===== src/design/load_rs_config.svh =====
/*
 * sizes for the load issue path
 * RS_LEN must equal log2 of RS_SIZE; 4 and 8 entries are supported
 */
`ifndef LOAD_RS_CONFIG_SVH
`define LOAD_RS_CONFIG_SVH

`define XLEN     32  // data and address width
`define PRF_LEN  6   // physical register tag
`define ROB_LEN  5
`define LB_LEN   3

// station depth and index width
`define RS_SIZE  4
`define RS_LEN   2

`endif


===== src/design/load_rs_pkg.sv =====
/*
 * types shared by the load station and the address unit
 * widths come from the config header, which must be seen first
 */
`include "load_rs_config.svh"

package load_rs_pkg;

    // access width of a load
    typedef enum logic [1:0] {
        BYTE = 2'd0,
        HALF = 2'd1,
        WORD = 2'd2
    } mem_size_t;

    //////////////////////////////////////////////////////////////////////
    // one reservation station slot
    //////////////////////////////////////////////////////////////////////
    typedef struct packed {
        logic                 base_ready;
        logic [`XLEN-1:0]     base_value;  // base tag while base_ready is low
        logic [`XLEN-1:0]     offset;
        logic [`PRF_LEN-1:0]  dest_preg;
        logic [`ROB_LEN-1:0]  rob_idx;     // passed through untouched
        logic [`LB_LEN-1:0]   lb_idx;      // passed through untouched
        mem_size_t            size;
        logic                 is_signed;
    } rs_entry_t;

endpackage


===== src/design/dispatch_if.sv =====
/*
 * one dispatched load per cycle, valid is a single-cycle strobe
 * valid may only be raised while the station is not full
 */
`include "load_rs_config.svh"

interface dispatch_if;
    import load_rs_pkg::*;

    logic                 valid;
    logic [`PRF_LEN-1:0]  base_preg;   // tag to watch on the CDB
    logic                 base_ready;
    logic [`XLEN-1:0]     base_value;
    logic [`XLEN-1:0]     offset;
    logic [`PRF_LEN-1:0]  dest_preg;
    logic [`ROB_LEN-1:0]  rob_idx;
    logic [`LB_LEN-1:0]   lb_idx;
    mem_size_t            size;
    logic                 is_signed;

    modport source (output valid, base_preg, base_ready, base_value, offset,
                    dest_preg, rob_idx, lb_idx, size, is_signed);
    modport sink   (input valid, base_preg, base_ready, base_value, offset,
                    dest_preg, rob_idx, lb_idx, size, is_signed);
endinterface


===== src/design/oldest_select.sv =====
/*
 * fixed priority pick, lowest set bit wins
 * idx is 0 when none is high
 */
module oldest_select #(
    parameter int   WIDTH = 4,
    localparam int  IDX_W = $clog2(WIDTH)
) (
    input  logic [WIDTH-1:0]  req,
    output logic [IDX_W-1:0]  idx,
    output logic              none
);

    // scan from the top down so the lowest request is written last
    always_comb begin
        idx = '0;
        for (int i = WIDTH - 1; i >= 0; i--) begin
            if (req[i]) begin
                idx = IDX_W'(i);
            end
        end
    end

    assign none = ~|req;

endmodule


===== src/design/load_station.sv =====
/*
 * load reservation station, one dispatch and one issue per cycle
 * without back-pressure the issued entry is freed at the next edge
 * dispatch must not be raised while full; flush drops every entry
 */
`include "load_rs_config.svh"

module load_station (
    input  logic                     clock,
    input  logic                     rst,
    input  logic                     flush,      // commit misprediction
    dispatch_if.sink                 disp,
    input  logic                     cdb_valid,
    input  logic [`PRF_LEN-1:0]      cdb_tag,
    input  logic [`XLEN-1:0]         cdb_value,
    output logic                     issue_valid,
    output load_rs_pkg::rs_entry_t   issue_entry,
    output logic                     full
);
    import load_rs_pkg::*;

    rs_entry_t            entries [`RS_SIZE];
    logic [`RS_SIZE-1:0]  free_vec;     // 1 = slot empty
    logic [`RS_SIZE-1:0]  ready_vec;
    logic [`RS_LEN:0]     count;
    logic [`RS_LEN-1:0]   free_idx;
    logic [`RS_LEN-1:0]   pick_idx;
    logic                 free_none;
    logic                 ready_none;
    logic                 cdb_hit;      // CDB matches the load being dispatched
    rs_entry_t            new_entry;

    //////////////////////////////////////////////////////////////////////
    // slot search and issue pick
    //////////////////////////////////////////////////////////////////////
    always_comb begin
        for (int i = 0; i < `RS_SIZE; i++) begin
            ready_vec[i] = !free_vec[i] && entries[i].base_ready;
        end
    end

    oldest_select #(.WIDTH(`RS_SIZE)) i_free_select (
        .req  (free_vec),
        .idx  (free_idx),
        .none (free_none)
    );

    oldest_select #(.WIDTH(`RS_SIZE)) i_issue_select (
        .req  (ready_vec),
        .idx  (pick_idx),
        .none (ready_none)
    );

    assign issue_valid = !ready_none;
    assign issue_entry = entries[pick_idx];
    assign full        = (count == `RS_SIZE);

    //////////////////////////////////////////////////////////////////////
    // incoming entry, with same-cycle CDB forwarding
    //////////////////////////////////////////////////////////////////////
    assign cdb_hit = cdb_valid && !disp.base_ready && (cdb_tag == disp.base_preg);

    always_comb begin
        new_entry.base_ready = disp.base_ready || cdb_hit;
        if (disp.base_ready) begin
            new_entry.base_value = disp.base_value;
        end else if (cdb_hit) begin
            new_entry.base_value = cdb_value;
        end else begin
            new_entry.base_value = {{(`XLEN-`PRF_LEN){1'b0}}, disp.base_preg}; // park the tag
        end
        new_entry.offset    = disp.offset;
        new_entry.dest_preg = disp.dest_preg;
        new_entry.rob_idx   = disp.rob_idx;
        new_entry.lb_idx    = disp.lb_idx;
        new_entry.size      = disp.size;
        new_entry.is_signed = disp.is_signed;
    end

    //////////////////////////////////////////////////////////////////////
    // entry storage and wakeup
    //////////////////////////////////////////////////////////////////////
    always_ff @(posedge clock) begin
        for (int i = 0; i < `RS_SIZE; i++) begin
            if (cdb_valid && !free_vec[i] && !entries[i].base_ready &&
                entries[i].base_value[`PRF_LEN-1:0] == cdb_tag) begin
                entries[i].base_ready <= 1'b1;
                entries[i].base_value <= cdb_value;  // tag replaced by the value
            end
        end
        if (disp.valid) begin
            entries[free_idx] <= new_entry;  // only ever a free slot
        end
    end

    // occupancy
    always_ff @(posedge clock) begin
        if (rst || flush) begin
            free_vec <= '1;
            count    <= '0;
        end else begin
            count <= count + (`RS_LEN+1)'(disp.valid) - (`RS_LEN+1)'(issue_valid);
            if (disp.valid) begin
                free_vec[free_idx] <= 1'b0;
            end
            if (issue_valid) begin
                free_vec[pick_idx] <= 1'b1;  // freed one edge after issue
            end
        end
    end

    //////////////////////////////////////////////////////////////////////
    // checks
    //////////////////////////////////////////////////////////////////////
    a_no_disp_when_full : assert property (
        @(posedge clock) disable iff (rst) disp.valid |-> !full
    ) else $error("dispatch while station full");

    // count and free vector must tell the same story
    a_count_bound : assert property (
        @(posedge clock) disable iff (rst) (count <= `RS_SIZE) && (free_none == full)
    ) else $error("occupancy count out of range or out of step");

    // the picked slot must be occupied and hold a ready base
    a_issue_ready : assert property (
        @(posedge clock) disable iff (rst)
            issue_valid |-> (!free_vec[pick_idx] && issue_entry.base_ready)
    ) else $error("issued entry without a ready base");

endmodule


===== src/design/load_agu.sv =====
/*
 * address generation, one cycle of latency, always accepts
 * misaligned accesses are flagged and still passed on
 */
`include "load_rs_config.svh"

module load_agu (
    input  logic                     clock,
    input  logic                     rst,
    input  logic                     flush,
    input  logic                     issue_valid,
    input  load_rs_pkg::rs_entry_t   issue_entry,
    output logic                     load_valid,
    output logic [`XLEN-1:0]         load_addr,
    output load_rs_pkg::mem_size_t   load_size,
    output logic                     load_signed,
    output logic [`PRF_LEN-1:0]      load_dest,
    output logic [`ROB_LEN-1:0]      load_rob,
    output logic [`LB_LEN-1:0]       load_lb,
    output logic                     load_misaligned
);
    import load_rs_pkg::*;

    logic [`XLEN-1:0]  addr_sum;
    logic              misaligned;

    assign addr_sum = issue_entry.base_value + issue_entry.offset;

    always_comb begin
        case (issue_entry.size)
            HALF:    misaligned = addr_sum[0];
            WORD:    misaligned = |addr_sum[1:0];
            default: misaligned = 1'b0;  // bytes are always aligned
        endcase
    end

    always_ff @(posedge clock) begin
        if (rst || flush) load_valid <= 1'b0;
        else              load_valid <= issue_valid;
    end

    always_ff @(posedge clock) begin
        if (issue_valid) begin
            load_addr       <= addr_sum;
            load_size       <= issue_entry.size;
            load_signed     <= issue_entry.is_signed;
            load_dest       <= issue_entry.dest_preg;
            load_rob        <= issue_entry.rob_idx;
            load_lb         <= issue_entry.lb_idx;
            load_misaligned <= misaligned;
        end
    end

    a_valid_known : assert property (
        @(posedge clock) disable iff (rst) !$isunknown(load_valid)
    ) else $error("load_valid unknown after reset");

endmodule


===== src/design/load_issue_top.sv =====
/*
 * load issue path: reservation station followed by the address unit
 * disp_valid must stay low while full is high
 * a ready load leaves 2 cycles after dispatch, one per cycle
 */
`include "load_rs_config.svh"

module load_issue_top (
    input  logic                     clock,
    input  logic                     rst,
    input  logic                     flush,
    input  logic                     disp_valid,
    input  logic [`PRF_LEN-1:0]      disp_base_preg,
    input  logic                     disp_base_ready,
    input  logic [`XLEN-1:0]         disp_base_value,
    input  logic [`XLEN-1:0]         disp_offset,
    input  logic [`PRF_LEN-1:0]      disp_dest_preg,
    input  logic [`ROB_LEN-1:0]      disp_rob_idx,
    input  logic [`LB_LEN-1:0]       disp_lb_idx,
    input  load_rs_pkg::mem_size_t   disp_size,
    input  logic                     disp_signed,
    input  logic                     cdb_valid,
    input  logic [`PRF_LEN-1:0]      cdb_tag,
    input  logic [`XLEN-1:0]         cdb_value,
    output logic                     full,
    output logic                     load_valid,
    output logic [`XLEN-1:0]         load_addr,
    output load_rs_pkg::mem_size_t   load_size,
    output logic                     load_signed,
    output logic [`PRF_LEN-1:0]      load_dest,
    output logic [`ROB_LEN-1:0]      load_rob,
    output logic [`LB_LEN-1:0]       load_lb,
    output logic                     load_misaligned
);

    load_rs_pkg::rs_entry_t  issue_entry;
    logic                    issue_valid;

    dispatch_if i_disp ();

    // pack the dispatch ports into the bundle
    assign i_disp.valid      = disp_valid;
    assign i_disp.base_preg  = disp_base_preg;
    assign i_disp.base_ready = disp_base_ready;
    assign i_disp.base_value = disp_base_value;
    assign i_disp.offset     = disp_offset;
    assign i_disp.dest_preg  = disp_dest_preg;
    assign i_disp.rob_idx    = disp_rob_idx;
    assign i_disp.lb_idx     = disp_lb_idx;
    assign i_disp.size       = disp_size;
    assign i_disp.is_signed  = disp_signed;

    load_station i_load_station (
        .clock       (clock),
        .rst         (rst),
        .flush       (flush),
        .disp        (i_disp.sink),
        .cdb_valid   (cdb_valid),
        .cdb_tag     (cdb_tag),
        .cdb_value   (cdb_value),
        .issue_valid (issue_valid),
        .issue_entry (issue_entry),
        .full        (full)
    );

    load_agu i_load_agu (
        .clock           (clock),
        .rst             (rst),
        .flush           (flush),
        .issue_valid     (issue_valid),
        .issue_entry     (issue_entry),
        .load_valid      (load_valid),
        .load_addr       (load_addr),
        .load_size       (load_size),
        .load_signed     (load_signed),
        .load_dest       (load_dest),
        .load_rob        (load_rob),
        .load_lb         (load_lb),
        .load_misaligned (load_misaligned)
    );

endmodule


===== config.mk =====
export PLATFORM = sky130hd
export DESIGN_NAME = load_issue_top
export DESIGN_NICKNAME = d
export VERILOG_FILES = /design/src/design/load_rs_pkg.sv /design/src/design/dispatch_if.sv /design/src/design/oldest_select.sv /design/src/design/load_station.sv /design/src/design/load_agu.sv /design/src/design/load_issue_top.sv
export VERILOG_INCLUDE_DIRS = /design/src /design/src/design
export SDC_FILE = /design/constraint.sdc
export NUM_CORES = 1
export LEC_CHECK = 0
export ABC_AREA = 1
export BUFFER_PORTS_ARGS = -buffer_cell sky130_fd_sc_hd__buf_2
export CORE_MARGIN = 5
export CORE_UTILIZATION = 60
export CTS_CLUSTER_DIAMETER = 80
export CTS_CLUSTER_SIZE = 16
export DETAILED_ROUTE_END_ITERATION = 7
export PLACE_DENSITY = 0.81
export SYNTH_ARGS = -nofsm -noshare
export SYNTH_HDL_FRONTEND = slang
export SYNTH_SLANG_ARGS = --single-unit

===== constraint.sdc =====
create_clock -name clock -period 4.55 [get_ports clock]
set_clock_uncertainty 0.05 [all_clocks]
set_input_delay 0.455 -clock clock [delete_from_list [all_inputs] [get_ports clock]]
set_output_delay 0.455 -clock clock [all_outputs]
set_load 0.05 [all_outputs]

Yosys cells after proc, flatten, opt, wreduce, memory -nomap -nowiden

Memories as Yosys holds them, arrays and structs flattened.
Index checks and enable logic that the tools add are counted.
Widths: inputs -> output; s select.

Word-level logic and storage cells: 90
Bits in registers: 58
Output and inout bits: 52
Memories: 1
Memory bits (writable): 328

Multiplexer cells: 28
$add $sub $neg: 3
Reduce and logical (&&, ||, !) cells: 33
Bitwise operators: 3
$lt $le $gt $ge: 4
Equality and inequality tests: 8

Memory list:

| name                   | words | bits a word | rd ports | clocked after memory_dff | write ports | RTL line           | source |
|---|---|---|---|---|---|---|---|
| i_load_station.entries | 4     | 82          | 5        | 0                        | 5           | load_station.sv:22 | `` rs_entry_t entries [`RS_SIZE]; `` |

Operator list:

| operator           | count |
|---|---|
| $mux 32            | 2 |
| $add 32x32->32     | 1 |
| $eq 6x6->1         | 5 |
| $logic_and 1x1->1  | 20 |
| $mux 2             | 8 |
| $mux 1             | 12 |
| $mux 4             | 3 |
| $logic_not 1->1    | 9 |
| $lt 2x3->1 const B | 2 |
| $and 4x4->4        | 1 |
| $demux 1 s2        | 2 |
| $ge 2x1->1 const B | 2 |
| $not 4->4          | 1 |
| $or 4x4->4         | 1 |
| $reduce_or 4->1    | 1 |
| $add 3x1->3        | 1 |
| $eq 3x3->1 const B | 1 |
| $sub 3x1->3        | 1 |
| $eq 2x1->1 const B | 1 |
| $eq 2x2->1 const B | 1 |
| $logic_or 1x1->1   | 2 |
| $pmux 1 s2         | 1 |
| $reduce_or 2->1    | 1 |

Depth between registers and ports, before layout

Gate-level depths: netlist of the first run.

Depth after elaboration: 14
Mapped depth: 23
Mapped depth without buffers: 22

Modules after synthesis

A second synthesis of the first run with hierarchy kept.

Cell total of the unflattened synthesis: 1774
Area total of the unflattened synthesis: 18506.5 sq um

Modules (own cells, without submodules):

| module        | area an instance (sq um) | cells each | instances |
|---|---|---|---|
| load_station  | 14476.4                  | 1205       | 1 |
| load_agu      | 3960.0                   | 553        | 1 |
| oldest_select | 35.0                     | 8          | 2 |

Worst setup path before layout of the first run

OpenSTA, ideal clock, no wires.

Kind: input to register
Start point: input cdb_tag[5]
End point: memory i_load_station.entries[1][49] in the netlist's numbering (enable)
Stages on the path: 4
Required time: 4.027 ns
Arrival time: 3.405 ns
Library setup time: 0.473 ns
Slack: 0.622 ns
Cell sequence: buf_2 -> xnor2_1 -> o221ai_1 -> o31ai_1

RTL lines:

| item               | RTL line             | source |
|---|---|---|
| start: declaration | load_issue_top.sv:23 | `` input logic [`PRF_LEN-1:0] cdb_tag, `` |
| end: declaration   | load_station.sv:22   |  |

==> results of run 1 <==
synth_stat cells (all sizes together) (7+ instances only):
cell,n
o22a,7
ha,35
o221ai,18
inv,169
nand4,43
buf,25
clkbuf,39
nand2,576
or2,32
xor2,22
a21oi,36
nor3,29
nor2,157
edfxtp,377
o21bai,8
xnor2,7
o21ai,172
nand3,71
dfxtp,9
critical path: cells and delay by family (launching register included):
kind	cells	cell delay, ps
compound gates	3	910
fa+ha+maj	1	390
buf+inv	3	640
flops	1	360
simple gates	12	1610
per-layer routing:
metal  part of all wire (%)  routed length, um  vias up
met3                    8.8               4240      120
met4                    4.2               2030        4
li1                       -                  -     6632
met1                     39              18500     6560
met2                     48              23300      677
met5                  0.073                 35        -
per-stage QoR:
stage | power (W) | utilization (%) | hold slack, ps
6_report | 0.00734 | 68.0 | 57.4
3_5_place_dp | 0.00502 | 65.2 | 468
4_1_cts | 0.00736 | 67.9 | 42.9
2_1_floorplan | 0.00473 | - | 440
5_1_grt | 0.00761 | 67.9 | 49.9
3_3_place_gp | 0.00500 | 65.2 | 455
cells by family after synthesis:
logic type,synth area share [%]
AOI/OAI and AO/OA,8.70
xor gates and xnor gates,1.36
adders and majority gates,2.57
buffers and inverters,5.06
DFF,61.8
and+or+nand+nor,20.5
state kept, by name, summed over array words and instances (netlist names), 2 cells and up:
name	count
i_load_station.entries	328
i_load_agu.load_addr	32
i_load_agu.load_dest	6
i_load_agu.load_rob	5
i_load_station.free_vec	4
i_load_agu.load_lb	3
i_load_station.count	3
i_load_agu.load_size	2
layout make-up:
cell class | instances | area [um^2] | share of cell area (%)
Tap cell | 396 | 495 | 2.38
Inverter | 172 | 648 | 3.12
Sequential cell | 386 | 11500 | 55.3
Timing Repair Buffer | 202 | 1100 | 5.28
Clock inverter | 2 | 38.8 | 0.187
Multi-Input combinational cell | 1230 | 6220 | 29.9
Clock buffer | 40 | 777 | 3.74
Antenna cell | 4 | 10.0 | 0.0481
worst paths after layout:
path / end / slack, ps / from
setup reg to reg: i_load_agu.load_addr[30] / 330 / i_load_station.entries[2][81]
hold reg to reg: i_load_agu.load_rob[0] / 480 / i_load_station.entries[3][6]
setup / recovery: i_load_agu.load_addr[30] / 330 / i_load_station.entries[2][81]
hold / removal: i_load_station.entries[3][19] / 60 / disp_offset[2]
what timing repair did:
action                     in CTS  in global routing
setup endpoints to repair       0                  1
gates resized for setup         0                  0
buffers inserted                0                  0
power by group:
group / leakage, nW / internal [W] / switching [W]
sequential: 3.54 / 0.00403 / 0.0000290
combinational: 4.34 / 0.000283 / 0.000622
clock: 0.395 / 0.00123 / 0.00115
layout by cell type, fill, tap and decap left out, drive strengths merged, types with 32 or more instances in the layout:
master	n
clkbuf	40
o21ai	172
nand2	576
nand3	71
a21oi	36
buf	202
nand4	43
inv	169
or2	32
nor2	158
ha	35
edfxtp	377
==> results.cfg, run 1 <==
[setup_path]
cpMostUsedCell = nand2_1
worstSetupEndpointType = register
r2r_cells = 19
crit_chain = inv_1, nor2_1, nor2_1, o21ai_1, nor2_4, inv_2, o21ai_0, nor3_1, ha_1, nand2_1, inv_1, nand2_1, nand2_1, nand2_1, nand2_1, a21oi_1, nand2_1, nand2_1, nand2_1
cp_max_fo = 29
slowest_delay_ps = 520
arrival_ps = 4480
worst_path_max_delay_cell = inv_2
crit_path_start_kind = register
cp_data_required_time_ps = 4810
crit_type = reg -> reg

[logic_synthesis]
synth_edf_count = 377
synth_area_mm2 = 0.0186
yosys.cell_types.count = 43
synth_top_cell_by_area = edfxtp_1
syn_nets = 2019
synth_top_area_share_pct = 60.8
synth_cells = 1851
seq_area_frac_synth_pct = 61.8
syn_area_per_cell_um2 = 10.1
ys_async_sr_fraction_pct = 0
yosysWarnings = 0
synth_area_leaders = edfxtp_1 (61%), nand2_1 (12%), inv_1 (3.1%)
synth-seq-cells = 386
synth_flop_cell = edfxtp_1

[die]
initial_core_util_pct = 60.8
ios = 183
rows = 64
die_w_um = 186
core_area_mm2 = 0.0306
die-height_um = 186
die_area_mm2 = 0.0346

[drt]
drt-wirelength-per-cell_um = 19.8
dr.first_iter.drc_count = 1409
viasPerCell = 5.75
wirelength_um = 48100
antenna_left = 0
drc = 0
vias = 14000
firstDrtPassIters = 5

[pwr]
leakage_nw = 8.28
powerDensity_mw_per_mm2 = 353
peakVddDrop_mv = 0.275

[timing]
rsz0062_at_grt = no
max_freq_mhz = 237
slew_headroom_pct = 32.9
hold_violations = 0
setup_viol = 0
period_share_pct = 92.8
drv_slew = 0
fin_crit_ps = 4220
worst_pin_slew_ps = 1000
worst_slack_ps = 328
setup_tns_ps = 0

[global_route]
use_met1_pct = 36.6
grt-ovfl-total = 0
busiest_layer = met2
grt_usage_pct = 27.8
grt_pass1_wl_um = 74600
antenna_found_initial = 5
first_global_vias = 14000
grt.met3_usage_pct = 4.01
grt_max_degree = 70
grt.met2_usage_pct = 46.7

[place]
globalplace.congestion = 0.969
placed_cells = 2385
dp_worst_setup_slack_ps = 542
dpl_cell_area_mm2 = 0.0200
dp_hpwl_um = 32600
io_buffer_count = 182

[finish]
final_nets = 2188
fin_area_mm2 = 0.0208
nFillCells = 2316
final_cells = 2432
syn2layout_area_growth_pct = 11.7
drive_above_1_share_pct = 15.7

[clock_network]
cts-buffers-inserted = 28
clockBufferDepth = 3
path_clk_slew_ps = 70
htreeDepth = 1
cts_hold_buffers = 0
clkSinkCount = 386
insertion_delay_ps = 570
cts_tree = built
cts_root_buf = clkbuf_16

[job]
cap_violations = 0

[min_path]
min_path_cells = 1
hold_path_class = in -> reg

[outcome]
status = finished, final reports clean
Power figures use the tool's default switching activity.
==> run 2: changes to the inputs <==
SLEW_MARGIN = 20   (was not set)
SYNTH_HIERARCHICAL = 1   (was not set)
==> run 2 against run 1 <==
Clock power is 2% lower. Synthesized area is 0.69% lower. Critical endpoint is now i_load_agu/load_addr[27]. Fmax is 7.1% higher. Combinational power is 18% higher. First-iteration DRC count is 24% higher. Critical path depth is 1 higher. Sequential cell count stayed put.
==> results.cfg, run 2 <==
[outcome]
status = finished, final reports clean

[clock_network]
insertion_delay_ps = 570
postCtsSetupBuffers = 0
path_clk_slew_ps = 70
cts_tree = built
htreeDepth = 1
clkSinkCount = 386
clockBufferDepth = 3
cts_root_buf = clkbuf_16
cts-resized-gates = 0
cts-buffers-inserted = 28

[drt]
drc = 0
drt-wirelength-per-cell_um = 20.5
firstDrtPassIters = 6
dr.first_iter.drc_count = 1746
viasPerCell = 6.01
antenna_left = 0
vias = 14100
wirelength_um = 48300

[logic_synthesis]
yosysWarnings = 6
synth_cells = 1770
synth_area_mm2 = 0.0185
syn_nets = 1938
syn_area_per_cell_um2 = 10.4

[finish]
largest-register = i_load_station/entries
syn2layout_area_growth_pct = 11.9
final_nets = 2103
top_regs = i_load_station/entries x328, i_load_agu/load_addr x32, i_load_agu/load_dest x6
drive_above_1_share_pct = 15.2
largest_reg_flops = 328
final_common_cell = nand2_1
layout_common_cells = nand2_1 (505), edfxtp_1 (377), buf_2 (182), a22oi_1 (143), inv_1 (141)

[timing]
setup_viol = 0
slew_headroom_pct = 42.3
setup_tns_ps = 0
hold_violations = 0
fin_crit_ps = 3940
drv_slew = 0
period_share_pct = 86.7
rsz0062_at_grt = no
worst_pin_slew_ps = 863
holdWs_ps = 46.4
max_freq_mhz = 254
worst_slack_ps = 607

[global_route]
antenna_found_initial = 8
grt_usage_pct = 27.5
grt-ovfl-total = 0
grt_max_degree = 109
first_global_vias = 13800
grt_pass1_wl_um = 73600

[die]
core_area_mm2 = 0.0305
rows = 64
die-height_um = 186
die_w_um = 186
initial_core_util_pct = 60.6
die_area_mm2 = 0.0344
ios = 183

[job]
cap_violations = 0

[place]
dp_worst_setup_slack_ps = 745
io_buffer_count = 182
dp_hpwl_um = 31800
globalplace.congestion = 0.986

[setup_path]
arrival_ps = 4200
crit_path_start_kind = register
cp_data_required_time_ps = 4800
cp_max_fo = 24
worstSetupEndpointType = register
crit_type = reg -> reg

[pwr]
peakVddDrop_mv = 0.313
leakage_nw = 8.41
powerDensity_mw_per_mm2 = 362

[min_path]
hold_path_class = in -> reg
[run 2: cell count changes in the layout (fill, tap and decap cells not counted), moves of 13 or more]
cell,before,now
o21ai_0,53,3
nand2_1,573,505
nand4_1,43,5
nor3_1,29,11
or2_2,30,7
o21ai_4,20,0
o221ai_1,18,1
a22oi_1,0,143
o21ai_1,95,0
a31oi_1,1,78
nand3_1,69,110
inv_1,154,141
[run 2: metal layers]
metal / wire length [um] / up-vias / track usage, %
met1: 18900 / 6645 / 38.0
met4: 1320 / 6 / 9.34
li1: - / 6532 / -
met2: 22900 / 845 / 45.0
met3: 5140 / 109 / 4.73
met5: 37 / - / 0
[run 2: cell type report]
type / instances / area [um^2]
diodes: 6 / 15.0
clock buffers: 39 / 742
clock inverters: 5 / 62.6
fillers: 2208 / 9830
inverters: 152 / 571
multi-input cells: 1158 / 6130
flip-flops and latches: 386 / 11500
well taps: 396 / 495
repair buffers: 209 / 1170
[run 2: metrics by stage]
| stage | cells | cell area [um^2] | power [W] | util [%] |
|---|---|---|---|---|
| 6_report | 2351 | 20700 | 0.00748 | 67.8 |
| 5_1_grt | 2350 | 20700 | 0.00777 | 67.8 |
| 4_1_cts | 2345 | 20700 | 0.00748 | 67.7 |
| 3_5_place_dp | 2299 | 19800 | 0.00519 | 65.0 |
| 3_3_place_gp | 2299 | 19800 | 0.00516 | 65.0 |
| 2_1_floorplan | 1770 | 18500 | 0.00485 | - |
[run 2: critical path, cell delays in order (launching register included)]
cell	delay, ps
edfxtp_1	360
inv_1	50
nor2_1	150
inv_1	60
a21oi_1	330
inv_1	150
nor2_4	570
buf_4	360
a22oi_1	100
nand3_1	220
ha_1	340
nand2_1	100
nand2_1	80
a21oi_1	190
nand2_2	120
nand2_1	90
nand2_2	80
nand2_1	90
nand2_1	50
nand2_1	60
nand2_1	60
[run 2: worst paths after layout]
check	start	end	slack, ps	depth (start not counted)
hold / removal	disp_rob_idx[4]	i_load_station/entries[2][10]	50	1
hold reg to reg	i_load_station/entries[2][9]	i_load_agu/load_rob[3]	480	2
setup / recovery	i_load_station/entries[1][81]	i_load_agu/load_addr[27]	610	20
setup reg to reg	i_load_station/entries[1][81]	i_load_agu/load_addr[27]	610	20
[run 2: power by group]
part / total (W) / switching, W / leakage [nW] / internal, W
clock network: 0.00234 / 0.00115 / 0.386 / 0.00119
registers: 0.00407 / 0.0000320 / 3.53 / 0.00404
logic: 0.00107 / 0.000726 / 4.49 / 0.000341
[run 2: what timing repair did]
item                       CTS  global route
hold buffers                 2             0
hold endpoints to repair     1             0
setup endpoints to repair    0             0
